### config.mk
export PLATFORM = sky130hd
export DESIGN_NAME = pixel_byte_packer
export DESIGN_NICKNAME = d
export VERILOG_FILES = /design/src/verilog/dsi_pkg.sv /design/src/verilog/pixel_byte_packer.sv
export SDC_FILE = /design/constraint.sdc
export NUM_CORES = 1
export LEC_CHECK = 0
export ABC_AREA = 1
export BUFFER_PORTS_ARGS = -buffer_cell sky130_fd_sc_hd__buf_4
export CAP_MARGIN = 20
export CORE_ASPECT_RATIO = 0.9
export CORE_MARGIN = 4
export CORE_UTILIZATION = 35
export CTS_BUF_LIST = sky130_fd_sc_hd__clkbuf_4
export CTS_CLUSTER_SIZE = 12
export DETAILED_ROUTE_END_ITERATION = 8
export GPL_TIMING_DRIVEN = 0
export HOLD_SLACK_MARGIN = 0.05
export PLACE_DENSITY = 0.74
export SLEW_MARGIN = 20
export SYNTH_ARGS = -nofsm -noshare
export SYNTH_HDL_FRONTEND = slang
export SYNTH_SLANG_ARGS = --single-unit
### constraint.sdc
create_clock -name I_clk -period 2.47 [get_ports I_clk]
set_input_delay 0.494 -clock I_clk [delete_from_list [all_inputs] [get_ports I_clk]]
set_output_delay 0.494 -clock I_clk [all_outputs]
set_load 0.005 [all_outputs]
### src/verilog/dsi_pkg.sv
package dsi_pkg;

	//--------------------------------------------------------------------
	// Pixel and lane types
	//--------------------------------------------------------------------
	typedef logic [23:0] rgb_t; // Red in [23:16], green in [15:8], blue in [7:0]
	typedef logic [1:0][23:0] pix_pair_t; // [0] even pixel, [1] odd pixel
	typedef logic [31:0] lane_word_t; // Byte k goes out on lane k

	localparam int NUM_LANES = 4; // HS data lanes

	typedef enum logic [5:0] {
		DT_VSYNC_START = 6'h01, // Short packet, start of frame
		DT_RGB888      = 6'h3E // Long packet, 24 bpp packed
	} dsi_dtype_e;

	localparam logic [15:0] CRC_INIT = 16'hFFFF; // Checksum seed per long packet

	// Bar order left to right
	localparam rgb_t BAR_COLORS [8] = '{
		24'hFF_FF_FF, // White
		24'hFF_FF_00, // Yellow
		24'h00_FF_FF, // Cyan
		24'h00_FF_00, // Green
		24'hFF_00_FF, // Magenta
		24'hFF_00_00, // Red
		24'h00_00_FF, // Blue
		24'h00_00_00 // Black
	};

	//--------------------------------------------------------------------
	// Header ECC and payload checksum
	//--------------------------------------------------------------------

	// Hamming parity over {wc_hi, wc_lo, data_id}, bit 0 is data_id[0]
	function automatic logic [7:0] dsi_ecc(input logic [23:0] hdr);
		logic [5:0] p;
		p[0] = ^(hdr & 24'hF12CB7);
		p[1] = ^(hdr & 24'hF2555B);
		p[2] = ^(hdr & 24'h749A6D);
		p[3] = ^(hdr & 24'hB8E38E);
		p[4] = ^(hdr & 24'hDF03F0);
		p[5] = ^(hdr & 24'hEFFC00);
		return {2'b00, p}; // Top two bits always zero
	endfunction

	// x^16+x^12+x^5+1, reflected form, bits shifted in LSB first
	function automatic logic [15:0] crc16_byte(input logic [15:0] crc, input logic [7:0] data);
		logic [15:0] c;
		c = crc;
		for (int i = 0; i < 8; i++) begin
			if (c[0] ^ data[i])
				c = (c >> 1) ^ 16'h8408;
			else
				c = c >> 1;
		end
		return c;
	endfunction

endpackage

### src/verilog/pixel_byte_packer.sv
module pixel_byte_packer (
	input  logic                I_clk,
	input  logic                RST_n,
	input  logic                pix_valid,
	input  dsi_pkg::pix_pair_t  pix_data,
	input  logic                pix_sof,
	input  logic                wr_ready,
	output logic                pix_ready,
	output logic                wr_valid,
	output dsi_pkg::lane_word_t wr_data,
	output logic                wr_sof
);

	logic [1:0]      phase; // 0,1,2 then back to 0
	logic [5:0][7:0] pb; // Pair as bytes in wire order
	logic [15:0]     carry; // Last two bytes of the phase 0 pair
	logic            out_free; // Output register can take a word
	logic            step; // Gearbox advances

	// Even pixel first, R G B within each pixel
	assign pb[0] = pix_data[0][23:16];
	assign pb[1] = pix_data[0][15:8];
	assign pb[2] = pix_data[0][7:0];
	assign pb[3] = pix_data[1][23:16];
	assign pb[4] = pix_data[1][15:8];
	assign pb[5] = pix_data[1][7:0];

	assign out_free  = !wr_valid || wr_ready;
	assign step      = out_free && pix_valid;
	assign pix_ready = out_free && (phase != 2'd1); // Phase 1 peeks, phase 2 takes

	//--------------------------------------------------------------------
	// Phase and handshake state
	//--------------------------------------------------------------------
	always_ff @(posedge I_clk or negedge RST_n) begin
		if (!RST_n) begin
			phase    <= 2'd0;
			wr_valid <= 1'b0;
			wr_sof   <= 1'b0;
		end else if (step) begin
			phase    <= (phase == 2'd2) ? 2'd0 : phase + 2'd1;
			wr_valid <= 1'b1;
			wr_sof   <= (phase == 2'd0) && pix_sof; // Frame starts on a phase 0 word
		end else if (wr_ready) begin
			wr_valid <= 1'b0; // Word drained, nothing new
		end
	end

	// Word assembly, lane 0 in the low byte
	always_ff @(posedge I_clk) begin
		if (step) begin
			case (phase)
				2'd0: begin
					wr_data <= {pb[3], pb[2], pb[1], pb[0]};
					carry   <= {pb[5], pb[4]};
				end
				2'd1: wr_data <= {pb[1], pb[0], carry}; // Carry plus head of held pair
				default: wr_data <= {pb[5], pb[4], pb[3], pb[2]};
			endcase
		end
	end

	a_phase_legal: assert property (@(posedge I_clk) disable iff (!RST_n)
		phase != 2'd3)
		else $error("gearbox phase out of range");

endmodule

==> impl_metrics.py <==
metrics = {
    "run_status": {
        "status": "finished clean",
    },
    "clocking": {
        "ctsResizeCount": 0,
        "postCtsHoldBufs": 1,
        "ctsHtreeMaxLevel": 2,
        "path_clk_slew_ps": 160,
        "cts_buffers": 5,
        "post_cts.repair.setup_buffers": 0,
        "cts_sinks": 52,
        "clockBufferDepth": 2,
        "cts_tree": "yes",
        "clockRootBuffer": "clkbuf_4",
        "clock_latency_ps": 380,
    },
    "critical_path": {
        "worst-path-max-fanout": 16,
        "end_kind": "flip-flop",
        "cpLargestDelayFamily": "buffers and inverters",
        "path_class": "reg2reg",
        "cp_slowest_stage_delay_ps": 550,
        "crit_chain": "buf_6 -> nor2_4 -> nand3_1 -> inv_1",
        "crit_slowest_cell": "inv_1",
        "worstPathRequired_ps": 2490,
        "cp.arrival_ps": 1800,
        "cp.buffers_inverters": 2,
        "start_kind": "flip-flop",
    },
    "cells_and_area": {
        "diodes": 0,
        "drive_gt1_frac": 0.385,
        "syn_to_final_growth_pct": 38.9,
        "mostFrequentLayoutCells": "nand2_1, buf_4, edfxtp_1",
        "fin_area_um2": 3180,
        "final_common_cell": "nand2_1",
        "nNetsFinal": 364,
    },
    "grt": {
        "antenna_found_initial": 0,
        "top_usage_layer": "met2",
        "use_met2": 0.271,
        "grt_pass1_wl_mm": 9.27,
        "grt_max_degree": 18,
        "grt_pass1_vias": 1952,
        "gr-usage-met1": 0.182,
        "use_met3": 0.0439,
        "track_usage": 0.154,
        "grt-ovfl-total": 0,
    },
    "detailed_routing": {
        "drt_first_iter_violations": 96,
        "drtPass1Iterations": 4,
        "num_vias": 1839,
        "wl_mm": 5.91,
        "drc": 0,
        "viasPerCell": 4.61,
        "wire_per_inst_um": 14.8,
        "drtAntennaViolNets": 0,
    },
    "synthesis": {
        "ys_types": 15,
        "syn_nets": 268,
        "avgSynthCellArea_um2": 10.7,
        "syn-instance-count": 215,
        "ys_ff_latch": 52,
        "yosysWarnings": 0,
        "syn-cell-area_um2": 2290,
        "yosysSeqAreaShare": 0.672,
    },
    "placed_design": {
        "place_ws_ps": 622,
        "port_buffers": 87,
        "dp_hpwl_mm": 4.22,
        "place.gp.congestion": 0.741,
        "place_area_um2": 3090,
    },
    "sta": {
        "fmax_mhz": 563,
        "setup_tns_ps": 0,
        "tightest_slew_ps": 716,
        "hold_ws_ps": 289,
        "finClkSkew_ps": 9.49,
        "rsz0062_at_grt": "no",
        "fin_crit_ps": 1770,
        "slew_viol_final": 0,
        "fin_crit_sh": 0.718,
        "hold_viol_final": 0,
        "timing.final.ws_setup_ps": 695,
        "relSlewSlack": 0.522,
        "final-setup-viol-count": 0,
    },
    "pwr": {
        "switching_share": 0.340,
        "p_seq_frac": 0.438,
        "power_frac_comb": 0.396,
        "clockPowerShare": 0.167,
        "power_density_nw_per_um2": 934,
        "leakagePower_nw": 1.41,
        "ir_drop_mv": 0.376,
        "switchingPower_w": 0.00101,
        "power.internal_w": 0.00196,
    },
    "floorplan": {
        "num_rows": 27,
        "dieHeight_um": 84.8,
        "dieArea_um2": 7910,
        "start_util": 0.367,
        "coreArea_um2": 6250,
        "die_width_um": 93.3,
        "ios": 88,
    },
    "hold_path": {
        "hold_path.class": "in2reg",
    },
    "run": {
        "drv_cap": 0,
    },
}
==> worst paths after layout <==
check / startpoint / end / slack (ps) / cells past startpoint
max: phase[1] / carry[12] / 700 / 4
min reg2reg: wr_sof / wr_sof / 520 / 2
min: pix_data[32] / carry[0] / 290 / 1
max in group asynchronous: RST_n / wr_valid / 1940 / 2
max reg2reg: phase[1] / carry[12] / 700 / 4
min in group asynchronous: RST_n / phase[0] / 430 / 2
==> Yosys cell counts, drive strengths merged <==
master  instances  area share
buf            10       0.036
a21oi           1      0.0022
nor2            3       0.015
dfrtp           4       0.044
inv             7       0.011
nand2         107        0.19
edfxtp         48        0.63
nand3          34       0.074
o21ai           1      0.0022
==> worst register-to-register path: stages, from the launching register on <==
cell and delay (ps):
dfrtp_1 400, buf_6 150, nor2_4 200, nand3_1 130, inv_1 550
==> cells by family (layout without fill, tap and decap cells) <==
| logic type | Yosys count | after routing | synth area share |
|---|---|---|---|
| buffers and inverters | 17 | 114 | 0.0475 |
| AOI/OAI and AO/OA | 2 | 2 | 0.00436 |
| and+or+nand+nor | 144 | 144 | 0.276 |
| DFF | 52 | 52 | 0.672 |
==> power by group through the flow <==
| stage | clock network (W) | logic (W) | registers, W |
|---|---|---|---|
| after floorplan | 0 | 0.000676 | 0.00133 |
| after global placement | 0 | 0.00116 | 0.00132 |
| after detailed placement | 0 | 0.00120 | 0.00132 |
| after CTS | 0.000499 | 0.00120 | 0.00130 |
| after global routing | 0.000540 | 0.00133 | 0.00132 |
| final | 0.000495 | 0.00118 | 0.00130 |
==> through the flow <==
stage          cells  power (W)  utilization
5_1_grt          399    0.00319        0.509
3_5_place_dp     390    0.00252        0.495
6_report         399    0.00297        0.509
4_1_cts          399    0.00300        0.509
3_3_place_gp     389    0.00248        0.489
2_1_floorplan    215    0.00201            -
==> cell type report <==
class,instances,area [µm²]
Sequential cell,52,1540
Buffer,10,82.6
Multi-Input combinational cell,146,653
Fill cell,592,3070
Clock buffer,5,37.5
Inverter,7,26.3
Timing Repair Buffer,89,691
Clock inverter,3,42.5
Tap cell,87,109
==> sequential cells by signal, summed over array words and instances, names as in the netlist <==
register / cells
phase: 2
carry: 16
wr_valid: 1
wr_data: 32
wr_sof: 1
==> layer usage <==
layer	routed length [µm]	vias up	share of wire
met5	0	-	0
met4	61	0	0.010
met3	417	7	0.071
met2	2960	60	0.50
met1	2480	861	0.42
li1	-	911	-
Power figures use the tool's default switching activity.
