### config.mk
export PLATFORM = sky130hd
export DESIGN_NAME = panel_power_ctrl
export DESIGN_NICKNAME = d
export VERILOG_FILES = /design/src/verilog/panel_power_ctrl.sv
export SDC_FILE = /design/constraint.sdc
export NUM_CORES = 1
export LEC_CHECK = 0
export BUFFER_PORTS_ARGS = -buffer_cell sky130_fd_sc_hd__buf_2
export CAP_MARGIN = 20
export CELL_PAD_IN_SITES_DETAIL_PLACEMENT = 1
export CELL_PAD_IN_SITES_GLOBAL_PLACEMENT = 2
export CORE_MARGIN = 5
export CORE_UTILIZATION = 35
export CTS_BUF_LIST = sky130_fd_sc_hd__clkbuf_16
export DETAILED_ROUTE_END_ITERATION = 12
export GPL_ROUTABILITY_DRIVEN = 0
export GPL_TIMING_DRIVEN = 0
export MAX_ROUTING_LAYER = met4
export PLACE_DENSITY = 0.69
export SYNTH_ARGS = -nofsm -noshare
export SYNTH_HDL_FRONTEND = slang
export SYNTH_SLANG_ARGS = --single-unit
### constraint.sdc
create_clock -name I_clk -period 2 [get_ports I_clk]
set_clock_uncertainty 0.15 [all_clocks]
set_input_delay 0.2 -clock I_clk [delete_from_list [all_inputs] [get_ports I_clk]]
set_output_delay 0.2 -clock I_clk [all_outputs]
set_load 0.05 [all_outputs]
### src/verilog/panel_power_ctrl.sv
module panel_power_ctrl #(
	parameter int RST_HOLD   = 32,
	parameter int PWM_PERIOD = 16,
	parameter int PWM_DUTY   = 6
) (
	input  logic I_clk,
	input  logic RST_n,
	input  logic frame_done, // First one turns the backlight on
	output logic run, // Pattern generator enable
	output logic lcd_led_en,
	output logic lcd_led_pwm
);

	localparam int HW = $clog2(RST_HOLD + 1);
	localparam int PW = $clog2(PWM_PERIOD + 1);

	logic [HW-1:0] hold_cnt; // Saturates at RST_HOLD
	logic [PW-1:0] pwm_cnt; // Position inside the PWM period

	always_ff @(posedge I_clk or negedge RST_n) begin
		if (!RST_n)
			hold_cnt <= '0;
		else if (!run)
			hold_cnt <= hold_cnt + 1'b1; // Stops once the hold expires
	end

	assign run = (hold_cnt == HW'(RST_HOLD));

	// Backlight stays on once a full frame has gone out
	always_ff @(posedge I_clk or negedge RST_n) begin
		if (!RST_n)
			lcd_led_en <= 1'b0;
		else if (frame_done)
			lcd_led_en <= 1'b1;
	end

	always_ff @(posedge I_clk or negedge RST_n) begin
		if (!RST_n)
			pwm_cnt <= PW'(PWM_PERIOD - 1); // Parked past the duty window while dark
		else if (lcd_led_en || frame_done) begin
			if (pwm_cnt == PW'(PWM_PERIOD - 1))
				pwm_cnt <= '0; // Period wrap, first wrap lines up with the enable
			else
				pwm_cnt <= pwm_cnt + 1'b1;
		end
	end

	assign lcd_led_pwm = (pwm_cnt < PW'(PWM_DUTY)); // High at period start

	a_pwm_needs_en: assert property (@(posedge I_clk) disable iff (!RST_n)
		lcd_led_pwm |-> lcd_led_en)
		else $error("backlight PWM active with backlight disabled");

endmodule

==> results.md, run 1 <==
- Sequential fraction of the synthesis area: 55.7%
- Highest clock rate: 0.551 GHz
- Pin count of the biggest net entering global routing: 13
- Terminus of the critical flop-to-flop path: hold_cnt[1]
- DP Area: 593 um2
- Final hold viol count: 0
- Compound-gate portion of the synthesized area: 5.71%
- RSZ-0062 raised after global routing: no
- Worst Max-Slew Pin Slew: 0.264 ns
- P_leak: 0.000289 uW
- Global-route wire length before repair: 1.90 mm
- Peak supply drop: 0.000576 V
- Design area: 682 um2
- Avg Vias per Cell: 4.85
- Pre-antenna DRT Iters: 1
- Initial drt markers: 0
- Reg2Reg Depth: 5
- CTS Root Cell: clkbuf_16
- Fraction of layout cells with a size suffix above 1: 24.1%
- Post-synthesis simple-gate area fraction: 13.7%
- Setup TNS: 0 ns
- Fill cells: 165
- Count leader, synth: dfrtp_1
- Final Net Count: 65
- Inserted Diodes: 0
- Post-synth EDFFs: 0
- Top cell type's share of synthesized area: 36.5%
- Hold Startpoint: frame_done
- Largest family of logic cells by synthesized area: simple AND/OR/NAND/NOR gates
- Clk_lat worst skew: 0.23 ns
- DR vias: 359
- CP Data Required Time: 1.65 ns
- Post-DRT Antenna Nets: 0
- Core area: 1490 um2
- Critical path arrival: 1.46 ns
- Area growth syn-to-layout: 24.4%
- Cell Area, Synth: 548 um2
- Post-DP HPWL: 814 um
- Unique masters post-synth: 18
- Commonest cells post-synth: 8 x dfrtp_1, 6 x nor2_1, 6 x xnor2_1, 4 x dfstp_2, 4 x nand2_1
- Post-synthesis adder-cell area fraction: 6.85%
- CTS Buf Count: 3
- Endpoint class of the critical path: output port
- H-Tree Depth: 1
- Clock tree buffer depth: 2
- XOR/XNOR Fraction of Synth Area: 11.2%
- CTS tree: built
- # rows: 14
- Tmin final: 1.81 ns
- Crit path launch type: register
- Origin of the critical flop-to-flop path: hold_cnt[0]
- Async set-reset flop share out of synthesis: 100%
- Crit path max fanout: 4
- Average cell area after synthesis: 11.4 um2
- Die boundary width: 49.6 um
- Initial Utilization: 36.8%
- Hold path cells: 4
- Die height: 49.6 um
- Mapped Cells: 48
- Flop2flop setup slack: 0.46 ns
- Prevailing post-synth register cell: dfrtp_1
- Drt drc: 0
- Initial antenna violation count: 0
- Fin. max-slew vios: 0
- Yosys warning count: 0
- Grt ovf: 0
- Multiplexer share of the synthesized area: 2.74%
- CTS sink count: 12
- Vias in the first global route: 429
- Max_slew headroom: 82.4%
- Post-Route WL: 1.05 mm
- Setup violations, final: 0
- Clock slew at reported path FFs: 0.04 ns
- PD cells: 1340 nW/um2
- Die ar.: 2460 um2
- Yosys top cell by area: dfrtp_1
- Period utilisation layout: 90.7%
- Hold WC Path Type: in2reg
- CTS resizes: 0
- Crit Path Class: reg2out
- Status: finished clean
- Max Cap Viol: 0
- Worst hold endpoint: pwm_cnt[1]
- Flops & latches, synth: 12
- Footprint of the multi-input gates: 220 um2
- Synth top area cells: dfrtp_1 37%, dfstp_2 19%, xnor2_1 9.6%
- Register area: 305 um2
- PortBufs: 5
- Post-synth net total: 54
- Global-route usage over all layers: 10.7%
- # IOs: 6
- Routed len/inst: 14.2 um
==> logic make-up after synthesis <==
group                    after synthesis
multiplexers                           1
AO/OA/AOI/OAI                          5
AND/OR/NAND/NOR                       16
XOR/XNOR                               7
flip-flops                            12
buffers and inverters                  4
adder cells (fa/ha/maj)                3
==> registers in the layout, indices dropped and copies added (netlist names) <==
| name | flops |
|---|---|
| hold_cnt | 6 |
| pwm_cnt | 5 |
| lcd_led_en | 1 |
==> per-stage QoR <==
stage                     power (uW)  util [%]  setup slack (ns)  hold WS [ns]  cells
after global routing             981      45.8             0.127         0.127     74
final                            917      45.8             0.186         0.106     74
after floorplan                  508         -            0.0690        -0.246     48
after global placement           547      39.8             0.483       -0.0719     69
after CTS                        934      45.8             0.172         0.103     74
after detailed placement         564      39.8             0.429       -0.0614     69
==> critical path, stage by stage, from the launching register on <==
cell and delay [ns]:
dfrtp_1 0.41, inv_1 0.09, ha_1 0.15, and4b_1 0.21, buf_6 0.12, buf_2 0.25
==> cell usage in the layout (no fill, tap or decap), drive strengths merged <==
cell and count:
dfrtp 8, nor2 6, xnor2 6, buf 6, nand2 4, dfstp 4
inv 3, nand3 3, ha 3, clkbuf 3, a21oi 2, and4b 1
a211oi 1, o2111ai 1, mux2 1, o21ai 1, or3 1, xor2 1
and2 1, clkinv 1, dlygate4sd3 1
==> final cells by class <==
cell class	instances	area share [%]
Clock inverter	1	0.550
Multi-Input combinational cell	32	32.3
Clock buffer	3	11.0
Timing Repair Buffer	6	5.14
Inverter	3	1.65
Tap cell	16	2.94
Sequential cell	12	44.8
Buffer	1	1.65
==> what timing repair did <==
item                      in CTS  in global routing
buffers inserted               0                  0
hold endpoints to repair      12                  0
hold buffers                   1                  0
==> metal layers <==
layer,vias to the layer above,track usage [%],share of wire [%]
li1,176,-,-
met1,175,9.42,36
met2,6,20.1,59
met3,2,3.01,4.7
met4,0,5.24,0.48
met5,-,-,0
==> worst max path at each step <==
stage / startpoint / to / slack (ns) / depth (start not counted)
5_1_grt: hold_cnt[0] / run / 0.13 / 5
3_5_place_dp: hold_cnt[0] / run / 0.43 / 5
2_1_floorplan: pwm_cnt[2] / lcd_led_pwm / 0.07 / 1
4_1_cts: hold_cnt[0] / run / 0.17 / 5
6_report: hold_cnt[0] / run / 0.19 / 5
3_3_place_gp: hold_cnt[0] / run / 0.48 / 5
==> report_power, final <==
| group | internal (uW) | switching [uW] |
|---|---|---|
| clock | 262 | 92.1 |
| sequential | 320 | 46.3 |
| combinational | 75.9 | 121 |
| total | 658 | 259 |
Note: power is estimated with default switching activity, not from simulation.
==> run 2: changes to the inputs <==
--- a/config.mk
+++ b/config.mk
@@ -17,6 +17,7 @@
 export GPL_TIMING_DRIVEN = 0
 export MAX_ROUTING_LAYER = met4
 export PLACE_DENSITY = 0.69
+export SETUP_SLACK_MARGIN = 0.5
 export SYNTH_ARGS = -nofsm -noshare
 export SYNTH_HDL_FRONTEND = slang
 export SYNTH_SLANG_ARGS = --single-unit
==> results.md, run 2 (synthesis results as in run 1) <==
- # rows: 14
- H-Tree Depth: 1
- DP Worst Slack: 0.477 ns
- Clock Power Share: 38.1%
- Initial drt markers: 1
- DP Area: 598 um2
- Clock slew at reported path FFs: 0.04 ns
- Post-DP HPWL: 792 um
- Initial antenna violation count: 0
- Status: finished clean
- Footprint of the multi-input gates: 228 um2
- Area growth syn-to-layout: 32.2%
- Endpoint class of the critical path: output port
- Final Net Count: 68
- Pre-antenna DRT Iters: 2
- Die ar.: 2460 um2
- Global-route wire length before repair: 1.97 mm
- CTS Buf Count: 3
- Origin of the critical flop-to-flop path: hold_cnt[1]
- Post-DRT Antenna Nets: 0
- Most frequent cells in the layout: 8 x dfrtp_1, 6 x xnor2_1, 5 x nor2_1
- Crit path max fanout: 2
- Vias in the first global route: 455
- Fill cells: 157
- Clk_lat worst skew: 0.24 ns
- Inserted Diodes: 0
- Commonest non-fill, non-tap cell in the layout: dfrtp_1
- Setup TNS: 0 ns
- Reg2Reg Depth: 6
- Fraction of layout cells with a size suffix above 1: 31.1%
- Post-Route WL: 1.05 mm
- Largest Register: hold_cnt
- Die boundary width: 49.6 um
- Biggest regs: hold_cnt (6), pwm_cnt (5), lcd_led_en (1)
- Crit path launch type: register
- DR vias: 380
- # IOs: 6
- CTS tree: built
- Setup crit end: run
- Terminus of the critical flop-to-flop path: hold_cnt[1]
- CTS Root Cell: clkbuf_16
- Max reg flops: 6
- Clock tree buffer depth: 2
- Reg power frac: 39.3%
- Internal: 672 uW
- Core Util, Final: 48.7%
- Period utilisation layout: 79.4%
- Initial Utilization: 36.8%
- Final hold viol count: 0
- Routed len/inst: 13.7 um
- Fin. max-slew vios: 0
- Tmin final: 1.59 ns
- Hold WC Path Type: in2reg
- P_leak: 0.000311 uW
- Worst Slack Setup Final: 0.411 ns
- Register area: 305 um2
- Critical Path Start: hold_cnt[1]
- CP Data Required Time: 1.65 ns
- PortBufs: 5
- Pin count of the biggest net entering global routing: 13
- Design area: 724 um2
- Switching part of the total: 28.4%
- Global-route usage over all layers: 10.9%
- Core area: 1490 um2
- Comb power frac: 22.6%
- Setup violations, final: 0
- Drt drc: 0
- Max_slew headroom: 81.9%
- Max Cap Viol: 0
- Worst Max-Slew Pin Slew: 0.272 ns
- RSZ-0062 raised after global routing: yes
- CTS sink count: 12
- Final Power: 938 uW
- Net Switching: 266 uW
- Die height: 49.6 um
- Crit Path Class: reg2out
- PD cells: 1290 nW/um2
- Peak supply drop: 0.000463 V
- Critical path arrival: 1.24 ns
- Highest clock rate: 0.629 GHz
- Flop2flop setup slack: 0.44 ns
- Avg Vias per Cell: 4.94
- Grt ovf: 0
[run 2: changes by cell type in the layout (fill, tap and decap cells not counted), sizes merged]
| cell | before | now |
|---|---|---|
| buf | 6 | 9 |
[run 2: how the worst min path moves through the flow]
stage | from | to | slack [ns] | depth (start not counted)
6_report | frame_done | pwm_cnt[1] | 0.11 | 4
5_1_grt | frame_done | pwm_cnt[1] | 0.15 | 4
4_1_cts | frame_done | pwm_cnt[1] | 0.12 | 4
3_5_place_dp | RST_n | hold_cnt[3] | -0.06 | 1
3_3_place_gp | RST_n | hold_cnt[3] | -0.07 | 1
2_1_floorplan | RST_n | hold_cnt[0] | -0.25 | 0
[run 2: metrics by stage]
step | std cells | hold slack (ns)
2_1_floorplan | 48 | -0.246
3_3_place_gp | 69 | -0.0725
3_5_place_dp | 69 | -0.0611
4_1_cts | 77 | 0.119
5_1_grt | 77 | 0.153
6_report | 77 | 0.113
[run 2: timing repair]
item,4_1_cts,5_1_grt
hold buffers,1,0
setup buffers,3,0
hold endpoints to repair,12,0
endpoints found under the setup margin,1,4
resized for setup,3,3
[run 2: layout make-up]
class	count	area share, %
multi-input cells	32	31.4
inverters	3	1.55
plain buffers	1	1.55
repair buffers	9	9.67
clock inverters	1	0.518
well taps	16	2.76
clock buffers	3	10.4
flip-flops and latches	12	42.1
[run 2: routing by layer]
metal	GRT usage, %	vias to the layer above	share of wire, %
met1	10.6	190	40
met5	-	-	0
met4	6.55	0	0.57
met3	3.31	2	3.0
met2	18.6	4	56
li1	-	184	-
[run 2: power groups by stage]
stage	combinational, uW	clock, uW	sequential, uW
2_1_floorplan	159	0	360
3_3_place_gp	190	0	369
3_5_place_dp	206	0	372
4_1_cts	207	367	368
5_1_grt	230	383	377
6_report	212	357	369
[run 2: critical path, stage by stage, from the launching register on]
cell	delay (ns)
dfrtp_1	0.36
inv_1	0.05
ha_1	0.16
and4b_1	0.17
buf_6	0.12
buf_8	0.14
