File: src/verilog/dsi_pkg.sv
package dsi_pkg;

	//--------------------------------------------------------------------
	// Pixel and lane types
	//--------------------------------------------------------------------
	typedef logic [23:0] rgb_t; // Red in [23:16], green in [15:8], blue in [7:0]
	typedef logic [1:0][23:0] pix_pair_t; // [0] even pixel, [1] odd pixel
	typedef logic [31:0] lane_word_t; // Byte k goes out on lane k

	localparam int NUM_LANES = 4; // HS data lanes

	typedef enum logic [5:0] {
		DT_VSYNC_START = 6'h01, // Short packet, start of frame
		DT_RGB888      = 6'h3E // Long packet, 24 bpp packed
	} dsi_dtype_e;

	localparam logic [15:0] CRC_INIT = 16'hFFFF; // Checksum seed per long packet

	// Bar order left to right
	localparam rgb_t BAR_COLORS [8] = '{
		24'hFF_FF_FF, // White
		24'hFF_FF_00, // Yellow
		24'h00_FF_FF, // Cyan
		24'h00_FF_00, // Green
		24'hFF_00_FF, // Magenta
		24'hFF_00_00, // Red
		24'h00_00_FF, // Blue
		24'h00_00_00 // Black
	};

	//--------------------------------------------------------------------
	// Header ECC and payload checksum
	//--------------------------------------------------------------------

	// Hamming parity over {wc_hi, wc_lo, data_id}, bit 0 is data_id[0]
	function automatic logic [7:0] dsi_ecc(input logic [23:0] hdr);
		logic [5:0] p;
		p[0] = ^(hdr & 24'hF12CB7);
		p[1] = ^(hdr & 24'hF2555B);
		p[2] = ^(hdr & 24'h749A6D);
		p[3] = ^(hdr & 24'hB8E38E);
		p[4] = ^(hdr & 24'hDF03F0);
		p[5] = ^(hdr & 24'hEFFC00);
		return {2'b00, p}; // Top two bits always zero
	endfunction

	// x^16+x^12+x^5+1, reflected form, bits shifted in LSB first
	function automatic logic [15:0] crc16_byte(input logic [15:0] crc, input logic [7:0] data);
		logic [15:0] c;
		c = crc;
		for (int i = 0; i < 8; i++) begin
			if (c[0] ^ data[i])
				c = (c >> 1) ^ 16'h8408;
			else
				c = c >> 1;
		end
		return c;
	endfunction

endpackage

File: src/verilog/line_fifo.sv
module line_fifo #(
	parameter int FIFO_DEPTH = 32
) (
	input  logic                                I_clk,
	input  logic                                RST_n,
	input  logic                                wr_valid,
	input  dsi_pkg::lane_word_t                 wr_data,
	input  logic                                wr_sof,
	input  logic                                rd_en,
	output logic                                wr_ready,
	output dsi_pkg::lane_word_t                 rd_data,
	output logic                                rd_sof,
	output logic [$clog2(FIFO_DEPTH + 1) - 1:0] fill_count
);

	localparam int AW = $clog2(FIFO_DEPTH);
	localparam int CW = $clog2(FIFO_DEPTH + 1);
	localparam int DW = $bits(dsi_pkg::lane_word_t) + 1; // Word plus SOF flag

	logic [DW-1:0] mem [FIFO_DEPTH];
	logic [AW-1:0] wr_ptr;
	logic [AW-1:0] rd_ptr;
	logic          do_wr;

	assign wr_ready          = (fill_count != CW'(FIFO_DEPTH)); // Not full
	assign do_wr             = wr_valid && wr_ready;
	assign {rd_sof, rd_data} = mem[rd_ptr]; // Fall-through head

	always_ff @(posedge I_clk) begin
		if (do_wr)
			mem[wr_ptr] <= {wr_sof, wr_data};
	end

	//--------------------------------------------------------------------
	// Pointers and occupancy
	//--------------------------------------------------------------------
	always_ff @(posedge I_clk or negedge RST_n) begin
		if (!RST_n) begin
			wr_ptr     <= '0;
			rd_ptr     <= '0;
			fill_count <= '0;
		end else begin
			if (do_wr)
				wr_ptr <= (wr_ptr == AW'(FIFO_DEPTH - 1)) ? '0 : wr_ptr + 1'b1;
			if (rd_en)
				rd_ptr <= (rd_ptr == AW'(FIFO_DEPTH - 1)) ? '0 : rd_ptr + 1'b1;
			case ({do_wr, rd_en})
				2'b10: fill_count <= fill_count + 1'b1;
				2'b01: fill_count <= fill_count - 1'b1;
				default: fill_count <= fill_count; // Both or neither
			endcase
		end
	end

	a_no_underflow: assert property (@(posedge I_clk) disable iff (!RST_n)
		rd_en |-> fill_count != '0)
		else $error("read from empty line FIFO");

endmodule

File: config.mk
export PLATFORM = sky130hd
export DESIGN_NAME = line_fifo
export DESIGN_NICKNAME = d
export VERILOG_FILES = /design/src/verilog/dsi_pkg.sv /design/src/verilog/line_fifo.sv
export SDC_FILE = /design/constraint.sdc
export NUM_CORES = 1
export LEC_CHECK = 0
export ABC_AREA = 0
export BUFFER_PORTS_ARGS = -buffer_cell sky130_fd_sc_hd__buf_2
export CAP_MARGIN = 20
export CORE_AREA = 5 5 378 380
export CTS_BUF_LIST = sky130_fd_sc_hd__clkbuf_8
export DETAILED_ROUTE_END_ITERATION = 16
export DIE_AREA = 0 0 383 385
export PLACE_DENSITY_LB_ADDON = 0.25
export SYNTH_ARGS = -nofsm -noshare
export SYNTH_HDL_FRONTEND = slang
export SYNTH_SLANG_ARGS = --single-unit
File: constraint.sdc
create_clock -name I_clk -period 3 [get_ports I_clk]
set_input_delay 0.75 -clock I_clk [delete_from_list [all_inputs] [get_ports I_clk]]
set_output_delay 0.75 -clock I_clk [all_outputs]
set_load 0.01 [all_outputs]
==> qor.csv, run 1 <==
stage,metric,value,unit
sta,max_slew.worst_pin.slew,0.627,ns
detailed_routing,vias,22400,
logic_synthesis,ys_types,42,
detailed_routing,routed_wl,123,mm
clock_network,cts_max_path_buffers,3,
floorplanning,die_area,147000,um^2
clock_network,cts.sinks,1072,
sta,fin_skew,0.0261,ns
logic_synthesis,synth_seq_cells,1072,
power_and_ir_drop,p_per_area,864,nW/um^2
floorplanning,start_util,29.9,%
power_and_ir_drop,p_leak,0.0167,uW
detailed_routing,drt-initial-drc-count,2278,
clock_network,cts_made_buffers,169,
critical_path,crit_buf_inv,4,
run_status,status,"finished, violations left",
final_layout,drive_above_1_share,39.7,%
global_route,grt_use_total,16.4,%
logic_synthesis,async_flop_share,1.49,%
global_route,grt_first_pass_wirelength,172,mm
place,place.gp.congestion,0.762,
logic_synthesis,synth_warnings,0,
floorplanning,die_h,385,um
logic_synthesis,ys_seq_area_share,77.4,%
floorplanning,die_w,383,um
floorplanning,core,139000,um^2
logic_synthesis,yosys.area.top_type,edfxtp_1,
logic_synthesis,syn_area,41500,um^2
critical_path,required,2.25,ns
clock_network,insertion_delay,0.85,ns
critical_path,end_kind,output pin,
place,dp_hpwl,66.2,mm
critical_path,cp_top_family,buffers and inverters,
sta,rsz0062_at_grt,yes,
logic_synthesis,synth_top_area_share,76.5,%
floorplanning,io_pins,77,
place,postPlaceCellArea,46200,um^2
critical_path,worstPathMaxFanout,5,
critical_path,cp.arrival,3.25,ns
detailed_routing,antenna_left,0,
global_route,grt_pass1_vias,23200,
clock_network,cts.htree.levels,4,
logic_synthesis,synth_area_leaders,"edfxtp_1 (76%), mux4_2 (7.2%), mux2_2 (5.5%), a22o_1 (1.4%), a211oi_1 (1.2%)",
sta,hold_viol,0,
floorplanning,rows,137,
critical_path,critPathLaunchType,flip-flop,
logic_synthesis,synth_fp_nets,2136,
critical_path,critPathKind,reg2out,
sta,finalCriticalPeriod,4.00,ns
final_layout,area_delta_synth_final,24.4,%
clock_network,clk_pin_slew,0.05,ns
sta,fmax,0.250,GHz
sta,final_max_slew_viol_count,0,
run_status,failed_checks,negative setup slack,
logic_synthesis,syn_area_per_cell,19.9,um^2
detailed_routing,via_per_inst,5.07,
sta,setup_viol,33,
final_layout,final_util,37.2,%
power_and_ir_drop,peakVddDrop,530,uV
final_layout,num-fill-cells,12700,
critical_path,cpMaxStageDelayCell,or4_4,
clock_network,clock-root-buffer,clkbuf_8,
global_route,grt_overflow,0,
logic_synthesis,synth-edff-count,1056,
sta,fin_ws,-0.997,ns
sta,slew_headroom,58.0,%
critical_path,path_cells,buf_12 -> buf_12 -> buf_12 -> mux4_2 -> a22o_1 -> or4_4 -> buf_6,
place,dp.cells,4037,
clock_network,cts_tree,done,
logic_synthesis,ys.flop_type,edfxtp_1,
place,port_buffers,76,
global_route,grt_max_degree,35,
global_route,antenna_found_initial,14,
detailed_routing,drc,0,
detailed_routing,drtPass1Iterations,5,
logic_synthesis,synth_cells,2089,
detailed_routing,post_drt_wl_per_cell,27.8,um
min_path,hp-class,in2reg,
flow_run,maxCapViolations,0,
final_layout,stdcell_count,4425,
final_layout,finalInstanceArea,51600,um^2
critical_path,cpPeakStageDelay,0.59,ns
final_layout,layout.nets,2523,
sta,period_share,133,%
critical_path,crit_path_frequent_cell,buf_12,
through the flow:
step / setup TNS, ns / worst slack (ns) / total power, uW / hold slack (ns)
2_1_floorplan: -324.90 / -0.310 / 24200 / 0.454
3_3_place_gp: -6.32 / -0.292 / 30200 / 0.518
3_5_place_dp: -6.18 / -0.301 / 30300 / 0.520
4_1_cts: -34.87 / -1.12 / 44200 / 0.207
5_1_grt: -34.57 / -1.10 / 46500 / 0.260
6_report: -30.33 / -0.997 / 44600 / 0.323
sequential cells by signal, indices dropped and copies added, names as in the netlist:
signal	cells
fill_count	6
wr_ptr	5
rd_ptr	5
mem	1056
logic make-up (layout without fill, tap and decap cells):
| kind of cell | Yosys count | count (layout) | share of synthesized area (%) |
|---|---|---|---|
| flops | 1072 | 1072 | 77.4 |
| mux | 334 | 334 | 12.7 |
| compound gates | 285 | 285 | 4.69 |
| simple gates | 253 | 253 | 3.42 |
| buf+inv | 128 | 646 | 1.35 |
| fa+ha+maj | 10 | 10 | 0.302 |
| xor+xnor | 7 | 7 | 0.148 |
| other cells | 0 | 11 | 0 |
final timing paths:
kind | startpoint | to | slack [ns] | cells after the start
max in group asynchronous | RST_n | rd_ptr[0] | 2.23 | 2
hold reg to reg | fill_count[5] | fill_count[5] | 0.52 | 1
hold / removal | rd_en | rd_ptr[0] | 0.32 | 2
setup reg to reg | fill_count[1] | fill_count[5] | 0.43 | 9
min in group asynchronous | RST_n | fill_count[0] | 0.38 | 2
setup / recovery | rd_ptr[0] | rd_data[0] | -1.0 | 7
layer usage:
layer | up-vias | GRT usage, % | share of wire (%)
li1 | 9452 | - | -
met4 | 0 | 3.28 | 1.4
met3 | 153 | 3.32 | 5.7
met1 | 12100 | 21.9 | 43
met2 | 700 | 27.8 | 50
met5 | - | 0 | 0
layout by cell type (no fill, tap or decap), types with 58 or more instances in the layout:
master,instances
buf_6,58
nor2b_1,67
clkbuf_8,174
inv_1,62
mux4_2,132
buf_4,117
edfxtp_1,1056
buf_12,84
a22o_1,61
mux2_2,200
synth_stat cells (2+ instances only):
| cell type | count |
|---|---|
| nand3b_1 | 6 |
| nor4_1 | 2 |
| a21oi_1 | 4 |
| buf_4 | 6 |
| mux2_2 | 201 |
| a22oi_1 | 2 |
| nand2_1 | 14 |
| o21ai_0 | 73 |
| nor3b_1 | 2 |
| nor3_1 | 68 |
| a22o_1 | 66 |
| a211oi_1 | 67 |
| or3_1 | 2 |
| buf_6 | 4 |
| mux4_2 | 132 |
| and3_1 | 3 |
| nor2_1 | 39 |
| nand2b_1 | 6 |
| xor2_1 | 3 |
| ha_1 | 10 |
| clkbuf_1 | 76 |
| or4_1 | 33 |
| dfrtp_1 | 16 |
| o22ai_1 | 68 |
| xnor2_1 | 4 |
| or3b_2 | 2 |
| edfxtp_1 | 1056 |
| nor2b_1 | 68 |
| inv_1 | 6 |
| nand3_1 | 4 |
| buf_2 | 23 |
| buf_1 | 13 |
report_power, final:
group,internal (uW),switching [uW]
registers,17300,347
clock network,5750,5690
logic,7530,8000
layout make-up:
class | instances | area [um^2] | area share (%)
Tap cell | 1807 | 2260 | 4.38
Inverter | 6 | 22.5 | 0.0437
Timing Repair Buffer | 338 | 4330 | 8.40
Multi-Input combinational cell | 889 | 9740 | 18.9
Antenna cell | 11 | 27.5 | 0.0534
Clock inverter | 128 | 693 | 1.34
Sequential cell | 1072 | 32100 | 62.3
Clock buffer | 174 | 2390 | 4.64
repair_timing:
action / CTS / global route
pin swaps: 47 / 47
hold endpoints to repair: 16 / 0
setup endpoints to repair: 33 / 33
buffers inserted: 33 / 22
resized for setup: 154 / 110
gates cloned: 15 / 10
hold buffers: 1 / 0
Power figures use the tool's default switching activity.
==> run 2, diff against run 1 <==
--- a/config.mk
+++ b/config.mk
@@ -8,10 +8,10 @@
 export ABC_AREA = 0
 export BUFFER_PORTS_ARGS = -buffer_cell sky130_fd_sc_hd__buf_2
 export CAP_MARGIN = 20
-export CORE_AREA = 5 5 378 380
+export CORE_AREA = 5 5 532 271
 export CTS_BUF_LIST = sky130_fd_sc_hd__clkbuf_8
 export DETAILED_ROUTE_END_ITERATION = 16
-export DIE_AREA = 0 0 383 385
+export DIE_AREA = 0 0 537 276
 export PLACE_DENSITY_LB_ADDON = 0.25
 export SYNTH_ARGS = -nofsm -noshare
 export SYNTH_HDL_FRONTEND = slang
==> constraint.sdc (replaced) <==
create_clock -name I_clk -period 3 [get_ports I_clk]
set_input_delay 0.75 -clock I_clk [delete_from_list [all_inputs] [get_ports I_clk]]
set_output_delay 0.75 -clock I_clk [all_outputs]
set_load 0.1 [all_outputs]
==> run 2 against run 1 <==
The flow still finishes with violations (negative setup slack); first-iteration DRC count grew 0.79%; total power grew 9.9%; worst setup slack worse by 0.085 ns; die area rose by 0.51%; fmax down 2.1%; non-clock buffer count rose by 8; via count rose by 1.3%; core utilization down 0.27 points; critical path depth decreased by 1; critical path type unchanged; largest cell class unchanged.
==> qor.csv, run 2 (synthesized netlist as in run 1, its figures left out) <==
stage,metric,value,unit
sta,max_slew.worst_pin.slew,0.679,ns
floorplanning,core,139000,um^2
detailed_routing,drt-initial-drc-count,2296,
place,postPlaceCellArea,47000,um^2
critical_path,cp_num_cells,6,
final_layout,stdcell_count,4482,
final_layout,largest_reg_flops,1056,
clock_network,cts_max_path_buffers,3,
sta,fmax,0.245,GHz
final_layout,area_delta_synth_final,23.6,%
clock_network,cts.htree.levels,4,
detailed_routing,vias,22700,
clock_network,cts_made_buffers,157,
place,place.gp.congestion,0.759,
detailed_routing,post_drt_wl_per_cell,28.7,um
final_layout,final_util,36.9,%
sta,finalSetupTns,-33.60,ns
floorplanning,die_w,537,um
critical_path,crit_buf_inv,3,
detailed_routing,routed_wl,128,mm
sta,rsz0062_at_grt,yes,
min_path,hp-class,in2reg,
floorplanning,start_util,29.8,%
sta,slew_headroom,54.7,%
critical_path,path_cells,buf_12 -> buf_4 -> mux4_2 -> a22o_1 -> or4_4 -> buf_12,
critical_path,cpMaxStageDelayCell,or4_4,
sta,fin_skew,0.0529,ns
final_layout,reg_top3,"mem: 1056 flops, fill_count: 6 flops",
power_and_ir_drop,p_per_area,956,nW/um^2
global_route,grt_use_total,17.0,%
floorplanning,rows,97,
clock_network,cts.sinks,1072,
global_route,grt_overflow,0,
sta,setup_viol,33,
global_route,antenna_found_initial,11,
sta,final_max_slew_viol_count,0,
global_route,grt_max_degree,43,
place,port_buffers,76,
sta,finalCriticalPeriod,4.08,ns
critical_path,cpPeakStageDelay,0.62,ns
detailed_routing,drtPass1Iterations,5,
clock_network,cts_tree,done,
power_and_ir_drop,peakVddDrop,1400,uV
final_layout,finalInstanceArea,51300,um^2
critical_path,crit_path_frequent_cell,buf_12,
critical_path,cp_top_family,simple AND/OR/NAND/NOR gates,
sta,period_share,136,%
floorplanning,die_area,148000,um^2
final_layout,layout_common_cells,"edfxtp_1 (1056), mux2_2 (201), clkbuf_8 (158), buf_4 (142), mux4_2 (132)",
global_route,grt_pass1_vias,22700,
floorplanning,die_h,276,um
critical_path,critPathLaunchType,flip-flop,
critical_path,worstPathMaxFanout,14,
detailed_routing,drc,0,
run_status,status,"finished, violations left",
final_layout,regMostFlops,mem,
floorplanning,io_pins,77,
place,post-place-ws,-0.370,ns
place,dp.cells,4157,
place,dp_hpwl,75.7,mm
critical_path,critPathKind,reg2out,
critical_path,end_kind,output pin,
detailed_routing,antenna_left,0,
power_and_ir_drop,p_leak,0.0165,uW
flow_run,maxCapViolations,0,
critical_path,required,2.25,ns
sta,fin_ws,-1.08,ns
clock_network,clk_pin_slew,0.07,ns
final_layout,final_common_cell,edfxtp_1,
final_layout,drive_above_1_share,38.5,%
clock_network,clock-root-buffer,clkbuf_8,
critical_path,reg2regPathDepth,10,
critical_path,cp.arrival,3.33,ns
final_layout,layout.nets,2519,
run_status,failed_checks,negative setup slack,
sta,hold_viol,0,
min_path,hold_depth,2,
clock_network,insertion_delay,0.87,ns
detailed_routing,via_per_inst,5.06,
global_route,grt_first_pass_wirelength,178,mm
[run 2: metal layers]
metal	up-vias	wire length (um)	track usage, %
li1	9442	-	-
met1	12200	61600	26.2
met2	888	53000	23.2
met3	169	11800	5.47
met4	6	2060	3.73
met5	-	41	0
[run 2: per-stage QoR]
stage,power (uW),hold WS [ns]
after detailed placement,35400,0.523
after floorplan,29100,0.454
final,49000,0.323
after global routing,50800,0.274
after global placement,35300,0.511
after CTS,48800,0.231
[run 2: where the power goes]
group	switching, uW	internal (uW)
Clock	5770	5040
Sequential	354	17300
Combinational	12300	8220
[run 2: repair_timing]
item | 4_1_cts | 5_1_grt
hold buffers | 1 | 0
gates cloned | 10 | 3
gates resized for setup | 194 | 79
endpoints found under the hold margin | 16 | 0
endpoints found under the setup margin | 34 | 33
setup buffers | 15 | 15
pin swaps | 15 | 29
[run 2: final cells by class]
cell class / instances / area (um^2)
timing repair buffer: 346 / 4380
tap: 1881 / 2350
antenna: 11 / 27.5
clock buffer: 158 / 2170
clock inverter: 119 / 592
sequential: 1072 / 32100
fill: 12700 / 87700
inverter: 6 / 22.5
multi-input combinational: 889 / 9570
[run 2: worst paths after layout]
kind	start	endpoint	slack [ns]
max in group asynchronous	RST_n	rd_ptr[0]	2.24
min reg2reg	fill_count[5]	fill_count[5]	0.53
max	rd_ptr[0]	rd_data[30]	-1.08
min	rd_en	rd_ptr[3]	0.32
max reg2reg	fill_count[2]	fill_count[4]	0.31
min in group asynchronous	RST_n	fill_count[3]	0.36
